## src/dmm_spi_ctl_pkg.sv

```systemverilog
/*
  dmm spi control package
  shared widths, opcodes, register addresses and the structs that carry
  frames, control registers and lane signals between blocks
*/
package dmm_spi_ctl_pkg;

  //////////////////////////////////////////////////
  // sizes

  localparam int LANE_COUNT     = 8;    // peripheral spi lanes
  localparam int FRAME_BITS     = 40;   // cmd byte + data word
  localparam int CMD_BITS       = 8;
  localparam int CNT_BITS       = $clog2(FRAME_BITS + 1);  // bit counter, saturates at 40
  localparam int HEARTBEAT_BITS = 12;   // msb toggles every 2048 clk

  // 1 = lane select active high, lane 0 is the 4094 strobe
  localparam logic [LANE_COUNT-1:0] CS_POLARITY = 8'b00000001;

  typedef logic [31:0] word_t;
  typedef logic [3:0]  led_t;

  //////////////////////////////////////////////////
  // command byte fields

  typedef enum logic [3:0] {
    op_read   = 4'd0,
    op_write  = 4'd1,
    op_set    = 4'd2,   // or into reg
    op_clear  = 4'd3,   // clear bits set in data
    op_toggle = 4'd4    // xor into reg
  } spi_op_e;           // unlisted codes behave as read

  typedef enum logic [3:0] {
    addr_spi_mux = 4'd0,
    addr_4094    = 4'd1,
    addr_mode    = 4'd2,
    addr_direct  = 4'd3,
    addr_status  = 4'd4  // read only
  } reg_addr_e;

  typedef enum logic [2:0] {
    mode_direct    = 3'd0,
    mode_reversed  = 3'd1,
    mode_all_on    = 3'd2,
    mode_off       = 3'd3,
    mode_heartbeat = 3'd4  // 5..7 leds off
  } led_mode_e;

  typedef struct packed {
    spi_op_e   op;    // upper nibble
    reg_addr_e addr;  // lower nibble
  } spi_cmd_t;

  typedef struct packed {
    spi_cmd_t cmd;    // first on the wire
    word_t    data;
  } spi_frame_t;

  // control registers as seen by the muxes
  typedef struct packed {
    logic [LANE_COUNT-1:0] spi_mux;  // lane select mask
    logic                  oe_4094;  // relay chain output enable
    led_mode_e             mode;     // mode reg bits 2..0
    word_t                 direct;
    logic [19:0]           spare;    // mode reg bits 22..3, read back only
  } ctl_regs_t;

  typedef struct packed {
    logic [LANE_COUNT-1:0] lane_cs;
    logic [LANE_COUNT-1:0] lane_clk;
    logic [LANE_COUNT-1:0] lane_mosi;
  } lane_bus_t;

endpackage
```

## src/dmm_spi_ctl_top.sv

```systemverilog
/*
  dmm spi control top
  host spi register access on ss, lane passthrough on cs2,
  relay chain output enable and the status leds
*/
`timescale 1ns/1ps

module dmm_spi_ctl_top (
  input  logic                                   clk,
  input  logic                                   reset,
  input  logic                                   sck,
  input  logic                                   sdi,
  input  logic                                   ss,        // register select, active low
  input  logic                                   cs2,       // lane passthrough, active low
  input  logic [3:0]                             hw_flags,
  input  logic [dmm_spi_ctl_pkg::LANE_COUNT-1:0] lane_miso,
  output logic                                   sdo,
  output dmm_spi_ctl_pkg::lane_bus_t             lanes,
  output logic                                   oe_4094,
  output dmm_spi_ctl_pkg::led_t                  leds
);
  import dmm_spi_ctl_pkg::*;

  word_t      rd_data;
  logic       dout;       // shifter miso, muxed out
  logic       cmd_valid;
  spi_cmd_t   cmd;
  logic       frame_valid;
  spi_frame_t frame;
  ctl_regs_t  ctl_regs;

  //////////////////////////////////////////////////
  // register access path

  spi_shifter u_spi_shifter (
    .clk         (clk),
    .reset       (reset),
    .sck         (sck),
    .sdi         (sdi),
    .ss          (ss),
    .rd_data     (rd_data),
    .dout        (dout),
    .cmd_valid   (cmd_valid),
    .cmd         (cmd),
    .frame_valid (frame_valid),
    .frame       (frame)
  );

  register_set u_register_set (
    .clk         (clk),
    .reset       (reset),
    .cmd_valid   (cmd_valid),
    .frame_valid (frame_valid),
    .cmd         (cmd),
    .frame       (frame),
    .hw_flags    (hw_flags),
    .rd_data     (rd_data),
    .ctl_regs    (ctl_regs)
  );

  //////////////////////////////////////////////////
  // outputs

  spi_mux u_spi_mux (
    .ctl_regs  (ctl_regs),
    .sck       (sck),
    .sdi       (sdi),
    .cs2       (cs2),
    .ss        (ss),
    .dout      (dout),
    .lane_miso (lane_miso),
    .lanes     (lanes),
    .sdo       (sdo)
  );

  led_mode_mux u_led_mode_mux (
    .clk      (clk),
    .reset    (reset),
    .ctl_regs (ctl_regs),
    .leds     (leds)
  );

  assign oe_4094 = ctl_regs.oe_4094;   // low out of reset, relays held off

endmodule

```

## src/led_mode_mux.sv

```systemverilog
/*
  led pattern mux
  free running heartbeat plus a registered led pattern picked by the mode reg
*/
`timescale 1ns/1ps

module led_mode_mux (
  input  logic                       clk,
  input  logic                       reset,
  input  dmm_spi_ctl_pkg::ctl_regs_t ctl_regs,
  output dmm_spi_ctl_pkg::led_t      leds
);
  import dmm_spi_ctl_pkg::*;

  logic [HEARTBEAT_BITS-1:0] hb_cnt;
  logic                      heartbeat;
  led_t                      pattern;

  assign heartbeat = hb_cnt[HEARTBEAT_BITS-1];   // toggles every 2048 clk

  always_comb begin
    case (ctl_regs.mode)
      mode_direct:    pattern = ctl_regs.direct[3:0];
      mode_reversed:  pattern = {ctl_regs.direct[0], ctl_regs.direct[1],
                                 ctl_regs.direct[2], ctl_regs.direct[3]};   // bit order flipped
      mode_all_on:    pattern = 4'b1111;
      mode_off:       pattern = 4'b0000;
      mode_heartbeat: pattern = {4{heartbeat}};
      default:        pattern = 4'b0000;   // 5..7
    endcase
  end

  always_ff @(posedge clk) begin
    if (reset) begin
      hb_cnt <= '0;
      leds   <= '0;
    end else begin
      hb_cnt <= hb_cnt + 1'b1;
      leds   <= pattern;   // one clk behind ctl_regs
    end
  end

endmodule

```

## src/spi_mux.sv

```systemverilog
/*
  spi lane mux
  while cs2 is low the spi pins go to the lanes picked by spi_mux,
  each select at its own polarity; also picks the miso source
*/
`timescale 1ns/1ps

module spi_mux (
  input  dmm_spi_ctl_pkg::ctl_regs_t                 ctl_regs,
  input  logic                                       sck,
  input  logic                                       sdi,
  input  logic                                       cs2,
  input  logic                                       ss,
  input  logic                                       dout,
  input  logic [dmm_spi_ctl_pkg::LANE_COUNT-1:0]     lane_miso,
  output dmm_spi_ctl_pkg::lane_bus_t                 lanes,
  output logic                                       sdo
);
  import dmm_spi_ctl_pkg::*;

  logic                  cs2_active;   // cs2 is active low
  logic [LANE_COUNT-1:0] sel;
  logic                  lane_miso_any;

  assign cs2_active = ~cs2;
  assign sel        = ctl_regs.spi_mux;

  //////////////////////////////////////////////////
  // lane outputs

  always_comb begin
    for (int i = 0; i < LANE_COUNT; i++) begin
      // active level from CS_POLARITY, 4094 strobe goes high
      if (sel[i] && cs2_active) begin
        lanes.lane_cs[i] = CS_POLARITY[i];
      end else begin
        lanes.lane_cs[i] = ~CS_POLARITY[i];
      end
      lanes.lane_clk[i]  = sel[i] & sck;   // idle lanes held low
      lanes.lane_mosi[i] = sel[i] & sdi;
    end
  end

  //////////////////////////////////////////////////
  // miso select

  assign lane_miso_any = |(lane_miso & sel);   // only selected lanes

  always_comb begin
    if (cs2_active) begin
      sdo = lane_miso_any;
    end else if (!ss) begin
      sdo = dout;          // register readback
    end else begin
      sdo = 1'b0;
    end
  end

endmodule

```

## src/register_set.sv

```systemverilog
/*
  control register set
  tracks each frame with a small fsm, returns the pre-frame value for
  readback and applies write/set/clear/toggle when the frame completes
*/
`timescale 1ns/1ps

module register_set (
  input  logic                        clk,
  input  logic                        reset,
  input  logic                        cmd_valid,
  input  logic                        frame_valid,
  input  dmm_spi_ctl_pkg::spi_cmd_t   cmd,
  input  dmm_spi_ctl_pkg::spi_frame_t frame,
  input  logic [3:0]                  hw_flags,
  output dmm_spi_ctl_pkg::word_t      rd_data,
  output dmm_spi_ctl_pkg::ctl_regs_t  ctl_regs
);
  import dmm_spi_ctl_pkg::*;

  typedef enum logic [1:0] {
    st_idle,
    st_cmd,    // readback just latched
    st_data    // waiting for the 40th bit
  } state_e;

  state_e     state;
  logic [7:0] wr_count;   // accepted writes, wraps
  word_t      status;
  word_t      cur_word;   // addressed reg before the frame
  word_t      new_word;
  logic       accepted;

  // register word as seen on the bus
  function automatic word_t read_word(input reg_addr_e addr, input ctl_regs_t regs,
                                      input word_t stat);
    word_t w;
    case (addr)
      addr_spi_mux: w = {24'h000000, regs.spi_mux};
      addr_4094:    w = {31'h00000000, regs.oe_4094};
      addr_mode:    w = {9'h000, regs.spare, regs.mode};   // bits 31..23 read zero
      addr_direct:  w = regs.direct;
      addr_status:  w = stat;
      default:      w = '0;                                 // unknown address
    endcase
    return w;
  endfunction

  function automatic word_t apply_op(input spi_op_e op, input word_t old, input word_t data);
    word_t w;
    case (op)
      op_write:  w = data;
      op_set:    w = old | data;
      op_clear:  w = old & ~data;
      op_toggle: w = old ^ data;
      default:   w = old;   // read and unused codes
    endcase
    return w;
  endfunction

  assign status = {16'h0000, wr_count, 4'h0, hw_flags};

  always_comb begin
    cur_word = read_word(frame.cmd.addr, ctl_regs, status);
    new_word = apply_op(frame.cmd.op, cur_word, frame.data);
    accepted = (frame.cmd.addr <= addr_direct) &&
               (frame.cmd.op inside {op_write, op_set, op_clear, op_toggle});
  end

  //////////////////////////////////////////////////
  // frame fsm

  // a cut off frame leaves the fsm in st_data, the next cmd restarts it
  always_ff @(posedge clk) begin
    if (reset) begin
      state <= st_idle;
    end else begin
      case (state)
        st_idle: if (cmd_valid) state <= st_cmd;
        st_cmd:  state <= st_data;
        st_data: begin
          if (frame_valid) state <= st_idle;
          else if (cmd_valid) state <= st_cmd;
        end
        default: state <= st_idle;
      endcase
    end
  end

  // readback captured as the fsm enters st_cmd, shifted out during data bits
  always_ff @(posedge clk) begin
    if (cmd_valid) rd_data <= read_word(cmd.addr, ctl_regs, status);
  end

  //////////////////////////////////////////////////
  // register update

  always_ff @(posedge clk) begin
    if (reset) begin
      ctl_regs <= '0;
      wr_count <= '0;
    end else if (frame_valid && state == st_data && accepted) begin
      wr_count <= wr_count + 8'd1;
      case (frame.cmd.addr)
        addr_spi_mux: ctl_regs.spi_mux <= new_word[7:0];
        addr_4094:    ctl_regs.oe_4094 <= new_word[0];
        addr_mode: begin
          ctl_regs.mode  <= led_mode_e'(new_word[2:0]);
          ctl_regs.spare <= new_word[22:3];
        end
        addr_direct:  ctl_regs.direct <= new_word;
        default:      ;   // not writable
      endcase
    end
  end

endmodule

```

## src/spi_shifter.sv

```systemverilog
/*
  spi slave shifter
  syncs sck/sdi/ss into clk, deserializes 40 bit frames (mode 0, msb first)
  and shifts the readback word out on falling sck
*/
`timescale 1ns/1ps

module spi_shifter (
  input  logic                        clk,
  input  logic                        reset,
  input  logic                        sck,
  input  logic                        sdi,
  input  logic                        ss,
  input  dmm_spi_ctl_pkg::word_t      rd_data,
  output logic                        dout,
  output logic                        cmd_valid,
  output dmm_spi_ctl_pkg::spi_cmd_t   cmd,
  output logic                        frame_valid,
  output dmm_spi_ctl_pkg::spi_frame_t frame
);
  import dmm_spi_ctl_pkg::*;

  logic [1:0]            sck_sync;   // two flop syncs
  logic [1:0]            sdi_sync;
  logic [1:0]            ss_sync;
  logic                  sck_prev;
  logic                  sdi_q;      // aligned with the edge pulses
  logic                  ss_q;
  logic                  sck_rise;
  logic                  sck_fall;
  logic [CNT_BITS-1:0]   bit_cnt;
  logic [FRAME_BITS-2:0] shift_in;   // newest bit at lsb
  logic                  load_pending;
  word_t                 shift_out;

  //////////////////////////////////////////////////
  // pin sync and edge detect

  always_ff @(posedge clk) begin
    if (reset) begin
      sck_sync <= 2'b00;
      sdi_sync <= 2'b00;
      ss_sync  <= 2'b11;   // deselected
      sck_prev <= 1'b0;
      sdi_q    <= 1'b0;
      ss_q     <= 1'b1;
      sck_rise <= 1'b0;
      sck_fall <= 1'b0;
    end else begin
      sck_sync <= {sck_sync[0], sck};
      sdi_sync <= {sdi_sync[0], sdi};
      ss_sync  <= {ss_sync[0], ss};
      sck_prev <= sck_sync[1];
      sdi_q    <= sdi_sync[1];
      ss_q     <= ss_sync[1];
      sck_rise <= sck_sync[1] & ~sck_prev;   // one clk pulse
      sck_fall <= ~sck_sync[1] & sck_prev;
    end
  end

  //////////////////////////////////////////////////
  // input side

  // counts captured bits and holds at 40 so extra bits fall away
  always_ff @(posedge clk) begin
    if (reset || ss_q) begin
      bit_cnt <= '0;
    end else if (sck_rise && bit_cnt != CNT_BITS'(FRAME_BITS)) begin
      bit_cnt <= bit_cnt + 1'b1;
    end
  end

  always_ff @(posedge clk) begin
    if (reset) begin
      cmd_valid   <= 1'b0;
      frame_valid <= 1'b0;
    end else begin
      cmd_valid   <= sck_rise && !ss_q && bit_cnt == CNT_BITS'(CMD_BITS - 1);    // 8th bit
      frame_valid <= sck_rise && !ss_q && bit_cnt == CNT_BITS'(FRAME_BITS - 1);  // 40th bit
    end
  end

  // payload capture
  always_ff @(posedge clk) begin
    if (sck_rise && bit_cnt < CNT_BITS'(FRAME_BITS)) begin
      shift_in <= {shift_in[FRAME_BITS-3:0], sdi_q};
    end
    if (sck_rise && bit_cnt == CNT_BITS'(CMD_BITS - 1)) begin
      cmd <= spi_cmd_t'({shift_in[CMD_BITS-2:0], sdi_q});
    end
    if (sck_rise && bit_cnt == CNT_BITS'(FRAME_BITS - 1)) begin
      frame <= spi_frame_t'({shift_in, sdi_q});
    end
  end

  //////////////////////////////////////////////////
  // output side

  // rd_data arrives the clk after cmd_valid and is loaded one clk later.
  // first data bit is already on dout at that point, so the falling edge
  // right after bit 8 must not shift
  always_ff @(posedge clk) begin
    if (reset || ss_q) begin
      load_pending <= 1'b0;
      shift_out    <= '0;   // dout low between frames
    end else begin
      load_pending <= cmd_valid;
      if (load_pending) begin
        shift_out <= rd_data;
      end else if (sck_fall && bit_cnt > CNT_BITS'(CMD_BITS)) begin
        shift_out <= {shift_out[$bits(word_t)-2:0], 1'b0};   // msb first
      end
    end
  end

  assign dout = shift_out[$bits(word_t)-1];

endmodule

```

## config.mk

```make
export PLATFORM = sky130hd
export DESIGN_NAME = dmm_spi_ctl_top
export DESIGN_NICKNAME = d
export VERILOG_FILES = /design/src/dmm_spi_ctl_pkg.sv /design/src/dmm_spi_ctl_top.sv /design/src/led_mode_mux.sv /design/src/spi_mux.sv /design/src/register_set.sv /design/src/spi_shifter.sv
export SDC_FILE = /design/constraint.sdc
export NUM_CORES = 1
export LEC_CHECK = 0
export ABC_AREA = 1
export BUFFER_PORTS_ARGS = -buffer_cell sky130_fd_sc_hd__buf_4
export CAP_MARGIN = 20
export CORE_MARGIN = 4
export CORE_UTILIZATION = 62
export DETAILED_ROUTE_END_ITERATION = 12
export PLACE_DENSITY_LB_ADDON = 0.25
export SYNTH_ARGS = -nofsm -noshare
export SYNTH_HDL_FRONTEND = slang
export SYNTH_SLANG_ARGS = --single-unit
```

## constraint.sdc

```tcl
create_clock -name clk -period 3.5 [get_ports clk]
set_input_delay 0 -clock clk [delete_from_list [all_inputs] [get_ports clk]]
set_output_delay 0 -clock clk [all_outputs]
set_load 0.02 [all_outputs]
```

Word-level counts from Yosys, hierarchy flattened
Index checks and enable logic that the tools add are counted.
{"block": "totals", "inputBits": 18, "elab_cells": 131, "reg_bits": 257, "output_inout_bits": 30}
{"block": "classes", "eq_ne": 20, "n_bitwise": 26, "add_sub_neg": 3, "muxes": 19, "reduce_logical": 32, "magnitude_cmp": 3}
{"cell": "$pmux W32 S5", "count": 2}
{"cell": "$pmux W32 S4", "count": 1}
{"cell": "$mux W32", "count": 2}
{"cell": "$and A32 B32 Y32", "count": 1}
{"cell": "$not A32 Y32", "count": 1}
{"cell": "$or A32 B32 Y32", "count": 1}
{"cell": "$xor A32 B32 Y32", "count": 1}
{"cell": "$eq A4 B2 Y1 const B", "count": 6}
{"cell": "$logic_and A1 B1 Y1", "count": 19}
{"cell": "$and A1 B1 Y1", "count": 18}
{"cell": "$pmux W4 S4", "count": 1}
{"cell": "$add A12 B1 Y12 const B", "count": 1}
{"cell": "$eq A4 B1 Y1 const B", "count": 3}
{"cell": "$eq A4 B3 Y1 const B", "count": 3}
{"cell": "$mux W1", "count": 10}
{"cell": "$add A8 B1 Y8 const B", "count": 1}
{"cell": "$and A8 B8 Y8", "count": 1}
{"cell": "$logic_not A4 Y1", "count": 2}
{"cell": "$reduce_and A2 Y1", "count": 4}
{"cell": "$reduce_or A8 Y1", "count": 1}
{"cell": "$add A6 B1 Y6 const B", "count": 1}
{"cell": "$eq A6 B3 Y1 const B", "count": 1}
{"cell": "$eq A6 B6 Y1 const B", "count": 1}
{"cell": "$gt A6 B4 Y1 const B", "count": 1}
{"cell": "other kinds (17)", "count": 20}

Logic depth before layout (Yosys ltp)
Gate-level depths: netlist (run 1).
{"block": "logic_depth", "word_depth": 5, "mapped_depth": 15, "ltp_nobuf": 14}

By module
Synthesis (run 1) repeated with hierarchy kept, for this count alone.
{"block": "unflattened", "hier_cells": 1648, "hier_area_um2": 13570.5}
{"mod": "register_set", "instances": 1, "area_per_inst_um2": 7267.0, "seq_area_each_um2": 2442.3, "cells_each": 1056}
{"mod": "spi_shifter", "instances": 1, "area_per_inst_um2": 5305.1, "seq_area_each_um2": 3653.5, "cells_each": 425}
{"mod": "led_mode_mux", "instances": 1, "area_per_inst_um2": 743.2, "seq_area_each_um2": 320.3, "cells_each": 105}
{"mod": "spi_mux", "instances": 1, "area_per_inst_um2": 255.2, "seq_area_each_um2": 0.0, "cells_each": 62}

Worst setup path before layout (run 1)
OpenSTA, ideal clock, no wires.
{"block": "synth_timing", "kind": "reg-to-reg", "from": "reg u_spi_shifter.bit_cnt[3]", "to": "reg u_spi_shifter.shift_in[0] (enable)", "setup_time_ps": 448, "t_arrival_ps": 2380, "path_buffers": 0, "path_slack_ps": 672, "stages_incl_launch_ff": 4, "t_required_ps": 3052, "period_less_slack_ps": 2828, "cell_sequence": "dfxtp_1 -> inv_1 -> nand2_1 -> a21oi_1"}
{"block": "synth_via", "elab_chain_len": 2}
{"item": "start, declared", "line": "spi_shifter.sv:31", "rtl": "logic [CNT_BITS-1:0] bit_cnt;"}
{"item": "start signal, assigned", "line": "spi_shifter.sv:69", "rtl": "bit_cnt <= bit_cnt + 1'b1;"}
{"item": "$lt A6 B6 Y1", "line": "spi_shifter.sv:85", "rtl": "if (sck_rise && bit_cnt < CNT_BITS'(FRAME_BITS)) begin"}
{"item": "$logic_and A1 B1 Y1", "line": "spi_shifter.sv:85"}
{"item": "end signal, assigned", "line": "spi_shifter.sv:86", "rtl": "shift_in <= {shift_in[FRAME_BITS-3:0], sdi_q};"}
{"item": "end, declared", "line": "spi_shifter.sv:32", "rtl": "logic [FRAME_BITS-2:0] shift_in;"}
No other way between the ends.
A chain may end at the register's enable or synchronous reset.

Final worst setup path (run 1)
{"block": "layout_timing", "from": "reg, netlist name u_spi_shifter.frame[35]", "to": "reg, netlist name u_register_set.ctl_regs[16]"}
{"block": "layout_via", "elab_chain_len": 4, "word_cells_on_any_way": 14, "classes_between": "order compare (1); eq/ne (4); mux (2); bitwise (3); reduce/logical (4)"}
{"item": "$eq A4 B3 Y1 (tied with other cells)", "line": "register_set.sv:38", "rtl": "case (addr)"}
{"item": "$pmux W32 S5 or $logic_and A1 B1 Y1 (tied branches)", "line": "register_set.sv:38, register_set.sv:66"}
{"item": "$xor A32 B32 Y32 (tied with other cells)", "line": "register_set.sv:55", "rtl": "op_toggle: w = old ^ data;"}
{"item": "$pmux W32 S4 or $reduce_and A2 Y1 (tied branches)"}
Parallel ways exist; a longest one is shown, timed or not.

==> results of run 1 <==
[layout by cell type, fill, tap and decap left out, drive strengths merged, types with 6 or more instances in the layout]
| master | n |
|---|---|
| o22ai | 21 |
| clkbuf | 34 |
| o211ai | 7 |
| clkinv | 7 |
| nor2 | 147 |
| ha | 68 |
| edfxtp | 115 |
| bufinv | 6 |
| dfxtp | 142 |
| dlygate4sd3 | 7 |
| nor3 | 20 |
| nand4 | 40 |
| buf | 67 |
| o221ai | 12 |
| nand2 | 361 |
| a31oi | 30 |
| inv | 246 |
| a21oi | 66 |
| nand3 | 120 |
| o21ai | 69 |
[through the flow]
stage,utilization [%],instances
CTS,71.7,1870
detailed placement,66.7,1815
finish,71.7,1870
floorplan,-,1552
global placement,66.7,1815
global route,71.7,1870
[report_power, final]
part | internal [mW] | switching (mW)
Clock | 1.87 | 1.13
Combinational | 0.0273 | 0.0504
Sequential | 3.13 | 0.00786
[final timing paths]
path	startpoint	endpoint	slack (ps)	cells past startpoint
min	reset	u_spi_shifter.sck_fall	20	2
max	u_spi_shifter.frame[35]	u_register_set.ctl_regs[16]	800	11
min reg2reg	u_spi_shifter.ss_sync[1]	u_spi_shifter.ss_q	410	1
max reg2reg	u_spi_shifter.frame[35]	u_register_set.ctl_regs[16]	800	11
[cells in the mapped netlist (all sizes together)]
master / number
o31ai: 1
nand3b: 4
inv: 246
a211oi: 1
dfxtp: 142
o21bai: 1
or2: 4
clkinv: 1
o22ai: 21
edfxtp: 115
nor2: 147
nor3b: 1
o211ai: 7
nand4: 40
xor2: 4
a31oi: 30
o21ai: 69
ha: 68
nor3: 20
a21oi: 66
clkbuf: 46
nand3: 120
nand2: 361
o221ai: 12
buf: 23
xnor2: 1
a22o: 1
[what timing repair did]
action                                  4_1_cts  5_1_grt
endpoints found under the setup margin        0        0
buffers inserted                              0        0
endpoints found under the hold margin         7        0
hold buffers                                  7        0
[layer usage]
layer / global-route usage (%) / routed length, um / vias to the layer above
li1: - / - / 5127
met1: 39.3 / 13500 / 4818
met2: 43.8 / 14000 / 464
met3: 4.70 / 2660 / 59
met4: 8.74 / 833 / 0
met5: 0 / 0 / -
[critical path, delay by kind of cell, from the launching register on]
| kind | cells | cell delay, ps |
|---|---|---|
| compound gates | 1 | 430 |
| buf+inv | 1 | 90 |
| fa+ha+maj | 1 | 280 |
| flops | 1 | 430 |
| simple gates | 8 | 1360 |
[layout make-up]
cell class              instances  area share [%]
clock buffers                  34            5.03
repair buffers                 74            4.05
inverters                     247            6.55
flip-flops and latches        257            44.5
clock inverters                14            1.56
multi-input cells             979            35.9
well taps                     265            2.34
[state kept, by name (all words and copies together), names as in the netlist, 2 cells and up]
signal                   count
u_register_set.ctl_regs     64
u_spi_shifter.frame         40
u_spi_shifter.shift_in      39
u_register_set.rd_data      32
u_spi_shifter.shift_out     32
u_led_mode_mux.hb_cnt       12
u_register_set.wr_count      8
u_spi_shifter.bit_cnt        6
u_led_mode_mux.leds          4
u_spi_shifter.cmd            4
u_register_set.state         2
u_spi_shifter.sck_sync       2
u_spi_shifter.sdi_sync       2
u_spi_shifter.ss_sync        2
[cell families (layout without fill, tap and decap cells)]
| kind of cell | count (synthesis) | in the layout |
|---|---|---|
| buf+inv | 316 | 369 |
| flops | 257 | 257 |
| compound gates | 209 | 209 |
| xor+xnor | 5 | 5 |
| simple gates | 697 | 697 |
| fa+ha+maj | 68 | 68 |
==> out/metrics.yaml, run 1 <==
logic_synthesis:
  synthAdderAreaFrac_pct: 6.76
  yosys.cell_types.count: 38
  yosysSeqAreaShare_pct: 50.0
  syn_nets: 1638
  synthXorXnorAreaFrac_pct: 0.348
  ys_ff_latch: 257
  synth_top_family_by_area: "simple AND/OR/NAND/NOR gates"
  yosysTopAreaCell: "edfxtp_1"
  ys_warn_count: 0
  netlist_area_mm2: 0.0126
  synth_area_leaders: "edfxtp_1, dfxtp_1, nand2_1"
  synth_cells: 1552
  synth_compound_area_share_pct: 9.55
  avgSynthCellArea_um2: 8.11
  synth_top_area_share_pct: 27.4
  synthSimpleGateAreaFrac_pct: 23.6
  synth_mux_area_share_pct: 0
setup_path:
  critPathLaunchType: "flip-flop"
  worstPathCellList: "nor2_2, nand2_1, o22ai_1, inv_1, ha_1, nand2_1, nand2_1, nor2_1, nand2_1, nor2_1, nor2_1"
  cp.arrival_ps: 3120
  slowest_delay_ps: 520
  critPathMaxFanout: 16
  cp.required_ps: 3920
  critPathSlowestCell: "nand2_1"
  critPathKind: "flip-flop to flip-flop"
  cp-end-kind: "flip-flop"
  crit_path_frequent_cell: "nand2_1"
grt:
  gr-total-overflow: 0
  grt_max_degree: 64
  antenna_found_initial: 0
  grt_pass1_vias: 9838
  grtUsageTotal_pct: 27.7
  grt_pass1_wl_um: 50200
finish:
  multiInputGateArea_mm2: 0.00508
  antenna_cells: 0
  regArea_mm2: 0.00630
  fin_area_mm2: 0.0141
  nets: 1671
  fill_cells: 1501
  syn_to_final_growth_pct: 12.4
  drive_above_1_share_pct: 8.29
cts:
  insertion_delay_ps: 530
  tritoncts: "built"
  numClockSinks: 257
  path_clk_slew_ps: 60
  cts_inserted_buffers: 26
  htreeDepth: 1
  clockBufferDepth: 3
  cts_resized: 0
  cts-root-buf: "clkbuf_16"
floorplan:
  rows: 51
  die_area_mm2: 0.0226
  die_w_um: 150
  die_h_um: 150
  initial_core_util_pct: 63.8
  core_mm2: 0.0197
  io_pins: 48
detailed_routing:
  vias_per_cell: 5.60
  drt_wl_total_um: 31000
  wl_per_cell_um: 16.6
  drt_iter0_drc: 1016
  antenna_left: 0
  first_pass_iters: 6
  num_vias: 10500
  drc: 0
sta:
  clock_skew_ps: 17.7
  holdWs_ps: 21.8
  postLayoutSetupSlackWorst_ps: 796
  tightest_slew_ps: 1100
  relSlewSlack_pct: 26.2
  clock.fmax_mhz: 370
  min_period_ps: 2700
  setup_tns_ps: 0
  rsz0062_at_grt: "no"
  final.period_utilization_pct: 77.3
  drv_slew: 0
  finalHoldViolations: 0
  finalSetupViolations: 0
placed_design:
  dp_hpwl_um: 21200
  numPortBuffers: 47
  placed_area_mm2: 0.0131
  place_ws_ps: 877
  gp_congestion: 0.929
pwr:
  power_mw: 6.22
  ir_drop_v: 0.000358
  leakage_nw: 5.78
  powerDensity_mw_per_mm2: 440
run_status:
  status: "completed"
job:
  cap_violations: 0
worst_hold_path:
  min_path_type: "input pin to flip-flop"
(Power assumes the default switching activity.)
==> run 2, diff against run 1 <==
- clock period: 3.5 -> 2.5 ns (I/O delays scaled with it)
==> out/metrics.yaml, run 2 (synthesized netlist as in run 1, its figures left out) <==
pwr:
  p_clk_share_pct: 43.8  # -4.5 points
  leakage_nw: 5.79  # +0.12%
  ir_drop_v: 0.000442  # +23%
  power_mw: 8.01  # +29%
  p_comb_share_pct: 1.4  # about the same
  switchingPower_mw: 1.65  # +38%
  seq_power_share_pct: 54.8  # +4.4 points
  powerDensity_mw_per_mm2: 566  # +29%
  p_sw_share_pct: 20.6  # +1.4 points
  p_int_mw: 6.36  # +27%
finish:
  top_register: "u_register_set.ctl_regs"
  syn_to_final_growth_pct: 12.4  # about the same
  layout_common_cells: "nand2_1, inv_1, dfxtp_1"
  largestRegisters: "u_register_set.ctl_regs: 64 flops, u_spi_shifter.frame: 40 flops, u_spi_shifter.shift_in: 39 flops"
  largest_reg_flops: 64  # unchanged
  nets: 1687  # +0.96%
  layout_commonest_cell: "nand2_1"
  antenna_cells: 0  # unchanged
  drive_above_1_share_pct: 8.76  # +0.47 points
sta:
  finalHoldViolations: 0  # unchanged
  clock.fmax_mhz: 435  # +18%
  finalSetupViolations: 0  # unchanged
  setup_tns_ps: 0  # unchanged
  min_period_ps: 2300  # -405 ps
  final.period_utilization_pct: 92.0  # +15 points
  relSlewSlack_pct: 34.2  # +8.0 points
  rsz0062_at_grt: "no"
  holdWs_ps: 240  # +218 ps
  drv_slew: 0  # unchanged
  clock_skew_ps: 14.5  # -3.26 ps
  tightest_slew_ps: 986  # -118 ps
placed_design:
  gp_congestion: 0.968  # +4.2%
  numPortBuffers: 47  # unchanged
  dp_hpwl_um: 21300  # +0.27%
detailed_routing:
  first_pass_iters: 6  # unchanged
  drt_wl_total_um: 31200  # +0.61%
  wl_met2_um: 14200  # +2.0%
  antenna_left: 0  # unchanged
  topRoutingLayerUsed: "met4"
  drc: 0  # unchanged
  num_vias: 10600  # +0.79%
  drt_iter0_drc: 1039  # +2.3%
  met1_length_um: 13500  # -0.10%
  vias_per_cell: 5.59  # about the same
  wl_met3_um: 2690  # +1.1%
  wl_per_cell_um: 16.5  # -0.24%
setup_path:
  critPathMaxFanout: 5  # -11
  cp.required_ps: 2940  # -980 ps
  critPathKind: "flip-flop to flip-flop"
  cp.arrival_ps: 2740  # -380 ps
  critPathLaunchType: "flip-flop"
  cp-end-kind: "flip-flop"
worst_hold_path:
  min_path_type: "input pin to flip-flop"
cts:
  htreeDepth: 1  # unchanged
  clockBufferDepth: 3  # unchanged
  cts_setup_buffers: 0  # unchanged
  insertion_delay_ps: 540  # about the same
  cts_inserted_buffers: 26  # unchanged
  cts-root-buf: "clkbuf_16"
  tritoncts: "built"
  numClockSinks: 257  # unchanged
  path_clk_slew_ps: 60  # about the same
job:
  cap_violations: 0  # unchanged
grt:
  gr-total-overflow: 0  # unchanged
  grt_pass1_vias: 9927  # +0.90%
  grtUsageTotal_pct: 27.7  # -0.029 points
  grt_max_degree: 45  # -30%
  grt_pass1_wl_um: 50300  # +0.27%
  antenna_found_initial: 0  # unchanged
floorplan:
  die_w_um: 150  # unchanged
  die_area_mm2: 0.0226  # unchanged
  rows: 51  # unchanged
  initial_core_util_pct: 63.8  # unchanged
  io_pins: 48  # unchanged
  die_h_um: 150  # unchanged
  core_mm2: 0.0197  # unchanged
run_status:
  status: "completed"
-- run 2: cell count changes in the layout (fill, tap and decap cells not counted), moves of 3 or more --
cell	delta
clkbuf_1	+8
buf_4	+11
bufinv_16	-6
buf_12	+3
nand2_2	+3
nand2_1	-3
-- run 2: area by class of cell --
| type | count | area, um2 |
|---|---|---|
| Multi-Input combinational cell | 979 | 5100 |
| Fill cell | 1538 | 5580 |
| Clock inverter | 8 | 50.0 |
| Timing Repair Buffer | 90 | 736 |
| Inverter | 247 | 927 |
| Clock buffer | 40 | 703 |
| Tap cell | 265 | 332 |
| Sequential cell | 257 | 6300 |
-- run 2: final timing paths --
| check | endpoint | startpoint | cells after the start | slack (ps) |
|---|---|---|---|---|
| worst max-delay path | u_register_set.ctl_regs[25] | u_spi_shifter.frame[34] | 14 | 200 |
| worst min-delay path | u_spi_shifter.ss_sync[0] | ss | 4 | 240 |
| worst max register to register | u_register_set.ctl_regs[25] | u_spi_shifter.frame[34] | 14 | 200 |
| worst min register to register | u_spi_shifter.sck_sync[1] | u_spi_shifter.sck_sync[0] | 2 | 410 |
-- run 2: power groups by stage --
stage	clock [mW]	combinational, mW	sequential, mW
after floorplan	0	0.0535	4.48
after global placement	0	0.0976	4.48
after detailed placement	0	0.0994	4.48
after CTS	3.56	0.111	4.39
after global routing	3.74	0.124	4.39
final	3.51	0.113	4.39
-- run 2: metrics by stage --
stage,area (um2),std cells,utilization (%),setup slack [ps]
after global routing,14100,1886,71.7,24.0
after detailed placement,13300,1829,67.4,173
final,14100,1886,71.7,200
after global placement,13300,1829,67.4,228
after CTS,14100,1886,71.7,118
after floorplan,12600,1552,-,335
-- run 2: timing repair --
action	CTS	global route
endpoints found under the setup margin	0	28
endpoints found under the hold margin	24	0
hold buffers	9	0
resized for setup	0	4
-- run 2: critical path: stages (launching register included) --
cell and delay (ps):
edfxtp_1 450, inv_1 120, nand2_1 150, nor2_2 170, buf_4 170, nand2_1 50
o211ai_1 170, inv_1 90, ha_1 280, nand2_1 60, nand2_1 40, nor2_1 190
nand3_1 110, nand2_1 90, inv_1 40
-- run 2: routing by layer --
metal | global-route usage (%) | vias up
met1 | 38.4 | 4884
met3 | 4.39 | 61
li1 | - | 5161
met5 | 0 | -
met2 | 46.0 | 445
met4 | 6.54 | 0
==> run 3, diff against run 2 <==
- CORE_UTILIZATION: 62 -> 64
- CTS_BUF_LIST: not set -> sky130_fd_sc_hd__clkbuf_8
- TNS_END_PERCENT: not set -> 20
==> out/metrics.yaml, run 3 (synthesized netlist as in run 1, its figures left out) <==
run_status:
  status: "completed"
grt:
  grt_pass1_vias: 10100  # +1.5%
  antenna_found_initial: 0  # unchanged
  grt_max_degree: 42  # -6.7%
  grtUsageTotal_pct: 29.0  # +1.3 points
  grt_pass1_wl_um: 51500  # +2.4%
  gr-total-overflow: 0  # unchanged
sta:
  rsz0062_at_grt: "no"
  final.period_utilization_pct: 93.2  # +1.2 points
  drv_slew: 0  # unchanged
  min_period_ps: 2330  # +31.0 ps
  postLayoutSetupSlackWorst_ps: 169  # -31.0 ps
  clock.fmax_mhz: 429  # -1.3%
  finalSetupViolations: 0  # unchanged
  relSlewSlack_pct: 60.9  # +27 points
  tightest_slew_ps: 582  # -404 ps
  clock_skew_ps: 20.7  # +6.26 ps
  finalHoldViolations: 0  # unchanged
cts:
  cts-root-buf: "clkbuf_8"
  numClockSinks: 257  # unchanged
  tritoncts: "built"
  cts_inserted_buffers: 43  # +65%
  htreeDepth: 2  # +1
  insertion_delay_ps: 540  # about the same
  clockBufferDepth: 3  # unchanged
  cts_setup_buffers: 0  # unchanged
  path_clk_slew_ps: 60  # about the same
detailed_routing:
  first_pass_iters: 5  # -1
  antenna_left: 0  # unchanged
  drt_wl_total_um: 32200  # +3.2%
  wl_per_cell_um: 16.8  # +1.4%
  vias_per_cell: 5.65  # +1.1%
  drt_iter0_drc: 1014  # -2.4%
  drc: 0  # unchanged
  num_vias: 10900  # +2.8%
placed_design:
  gp_congestion: 0.954  # -1.4%
  dp_hpwl_um: 21700  # +1.9%
  place_ws_ps: 173  # +0.455 ps
  placed_area_mm2: 0.0133  # +0.11%
  numPortBuffers: 47  # unchanged
setup_path:
  slowest_delay_ps: 420  # -30 ps
  crit_buf_inv: 2  # -2
  critPathKind: "flip-flop to flip-flop"
  cp.required_ps: 2920  # -20 ps
  cp.arrival_ps: 2750  # about the same
  critPathMaxFanout: 9  # +4
  critPathLaunchType: "flip-flop"
  critPathSlowestCell: "edfxtp_1"
  cp_top_family: "simple AND/OR/NAND/NOR gates"
  worstPathCellList: "nor2_2, buf_4, nand2_2, o22ai_2, inv_1, ha_1, nand2_1, nand2_1, nor2_1, nand2_1, nor2_1, nor2_1"
  cp-end-kind: "flip-flop"
floorplan:
  die_w_um: 148  # -1.5%
  die_area_mm2: 0.0220  # -3.0%
  io_pins: 48  # unchanged
  rows: 51  # unchanged
  initial_core_util_pct: 64.9  # +1.0 points
  core_mm2: 0.0194  # -1.6%
  die_h_um: 148  # -1.5%
pwr:
  leakage_nw: 5.93  # +2.5%
  powerDensity_mw_per_mm2: 570  # +0.71%
  ir_drop_v: 0.000462  # +4.5%
job:
  cap_violations: 0  # unchanged
finish:
  layout_common_cells: "nand2_1, inv_1, dfxtp_1"
  top_register: "u_register_set.ctl_regs"
  syn_to_final_growth_pct: 13.2
  largestRegisters: "u_register_set.ctl_regs: 64 flops, u_spi_shifter.frame: 40 flops, u_spi_shifter.shift_in: 39 flops"
  drive_above_1_share_pct: 10.6  # +1.8 points
  largest_reg_flops: 64  # unchanged
  layout_commonest_cell: "nand2_1"
  antenna_cells: 0  # unchanged
  nets: 1706  # +1.1%
  post-route-util_pct: 73.5  # +1.7 points
  fin_area_mm2: 0.0142  # +0.76%
worst_hold_path:
  min_path_type: "input pin to flip-flop"
==> run 3: final timing paths <==
path	from	end	slack, ps	cells past startpoint
setup / recovery	u_spi_shifter.frame[35]	u_register_set.ctl_regs[14]	170	12
hold / removal	ss	u_spi_shifter.ss_sync[0]	240	4
setup reg to reg	u_spi_shifter.frame[35]	u_register_set.ctl_regs[14]	170	12
hold reg to reg	u_spi_shifter.sck_sync[0]	u_spi_shifter.sck_sync[1]	400	2
==> run 3: repair_timing <==
| item | 4_1_cts | 5_1_grt |
|---|---|---|
| hold endpoints to repair | 26 | 0 |
| endpoints found under the setup margin | 0 | 16 |
| hold buffers | 9 | 0 |
| gates resized for setup | 0 | 4 |
==> run 3: routing by layer <==
layer / share of wire, % / track usage [%] / vias to the layer above
met2: 46 / 46.2 / 524
met1: 42 / 40.5 / 5053
met3: 10 / 6.00 / 65
li1: - / - / 5208
met5: 0 / 0 / -
met4: 2.1 / 8.41 / 0
==> run 3: worst register-to-register path: cells and delay by family, from the launching register on <==
kind	cells	cell delay [ps]
and+or+nand+nor	8	950
DFF	1	420
buffers and inverters	2	320
adders and majority gates	1	290
AOI/OAI and AO/OA	1	240
==> run 3: where the power goes <==
part | switching [mW] | internal [mW]
sequential | 0.0107 | 4.38
combinational | 0.0725 | 0.0440
clock | 1.68 | 1.93
==> run 3: cell type report <==
cell class / count / area, um2
Inverter: 247 / 927
Fill cell: 1448 / 5150
Sequential cell: 257 / 6300
Clock buffer: 50 / 688
Clock inverter: 29 / 153
Timing Repair Buffer: 92 / 751
Tap cell: 265 / 332
Multi-Input combinational cell: 979 / 5100
==> run 3: per-stage QoR <==
step           setup TNS, ps  total power [mW]  hold WS (ps)  cells
2_1_floorplan         -12670              4.53          79.8   1552
3_3_place_gp               0              4.58           193   1831
3_5_place_dp               0              4.59           195   1831
4_1_cts                    0              8.17           199   1919
5_1_grt                    0              8.41           236   1919
6_report                   0              8.13           235   1919
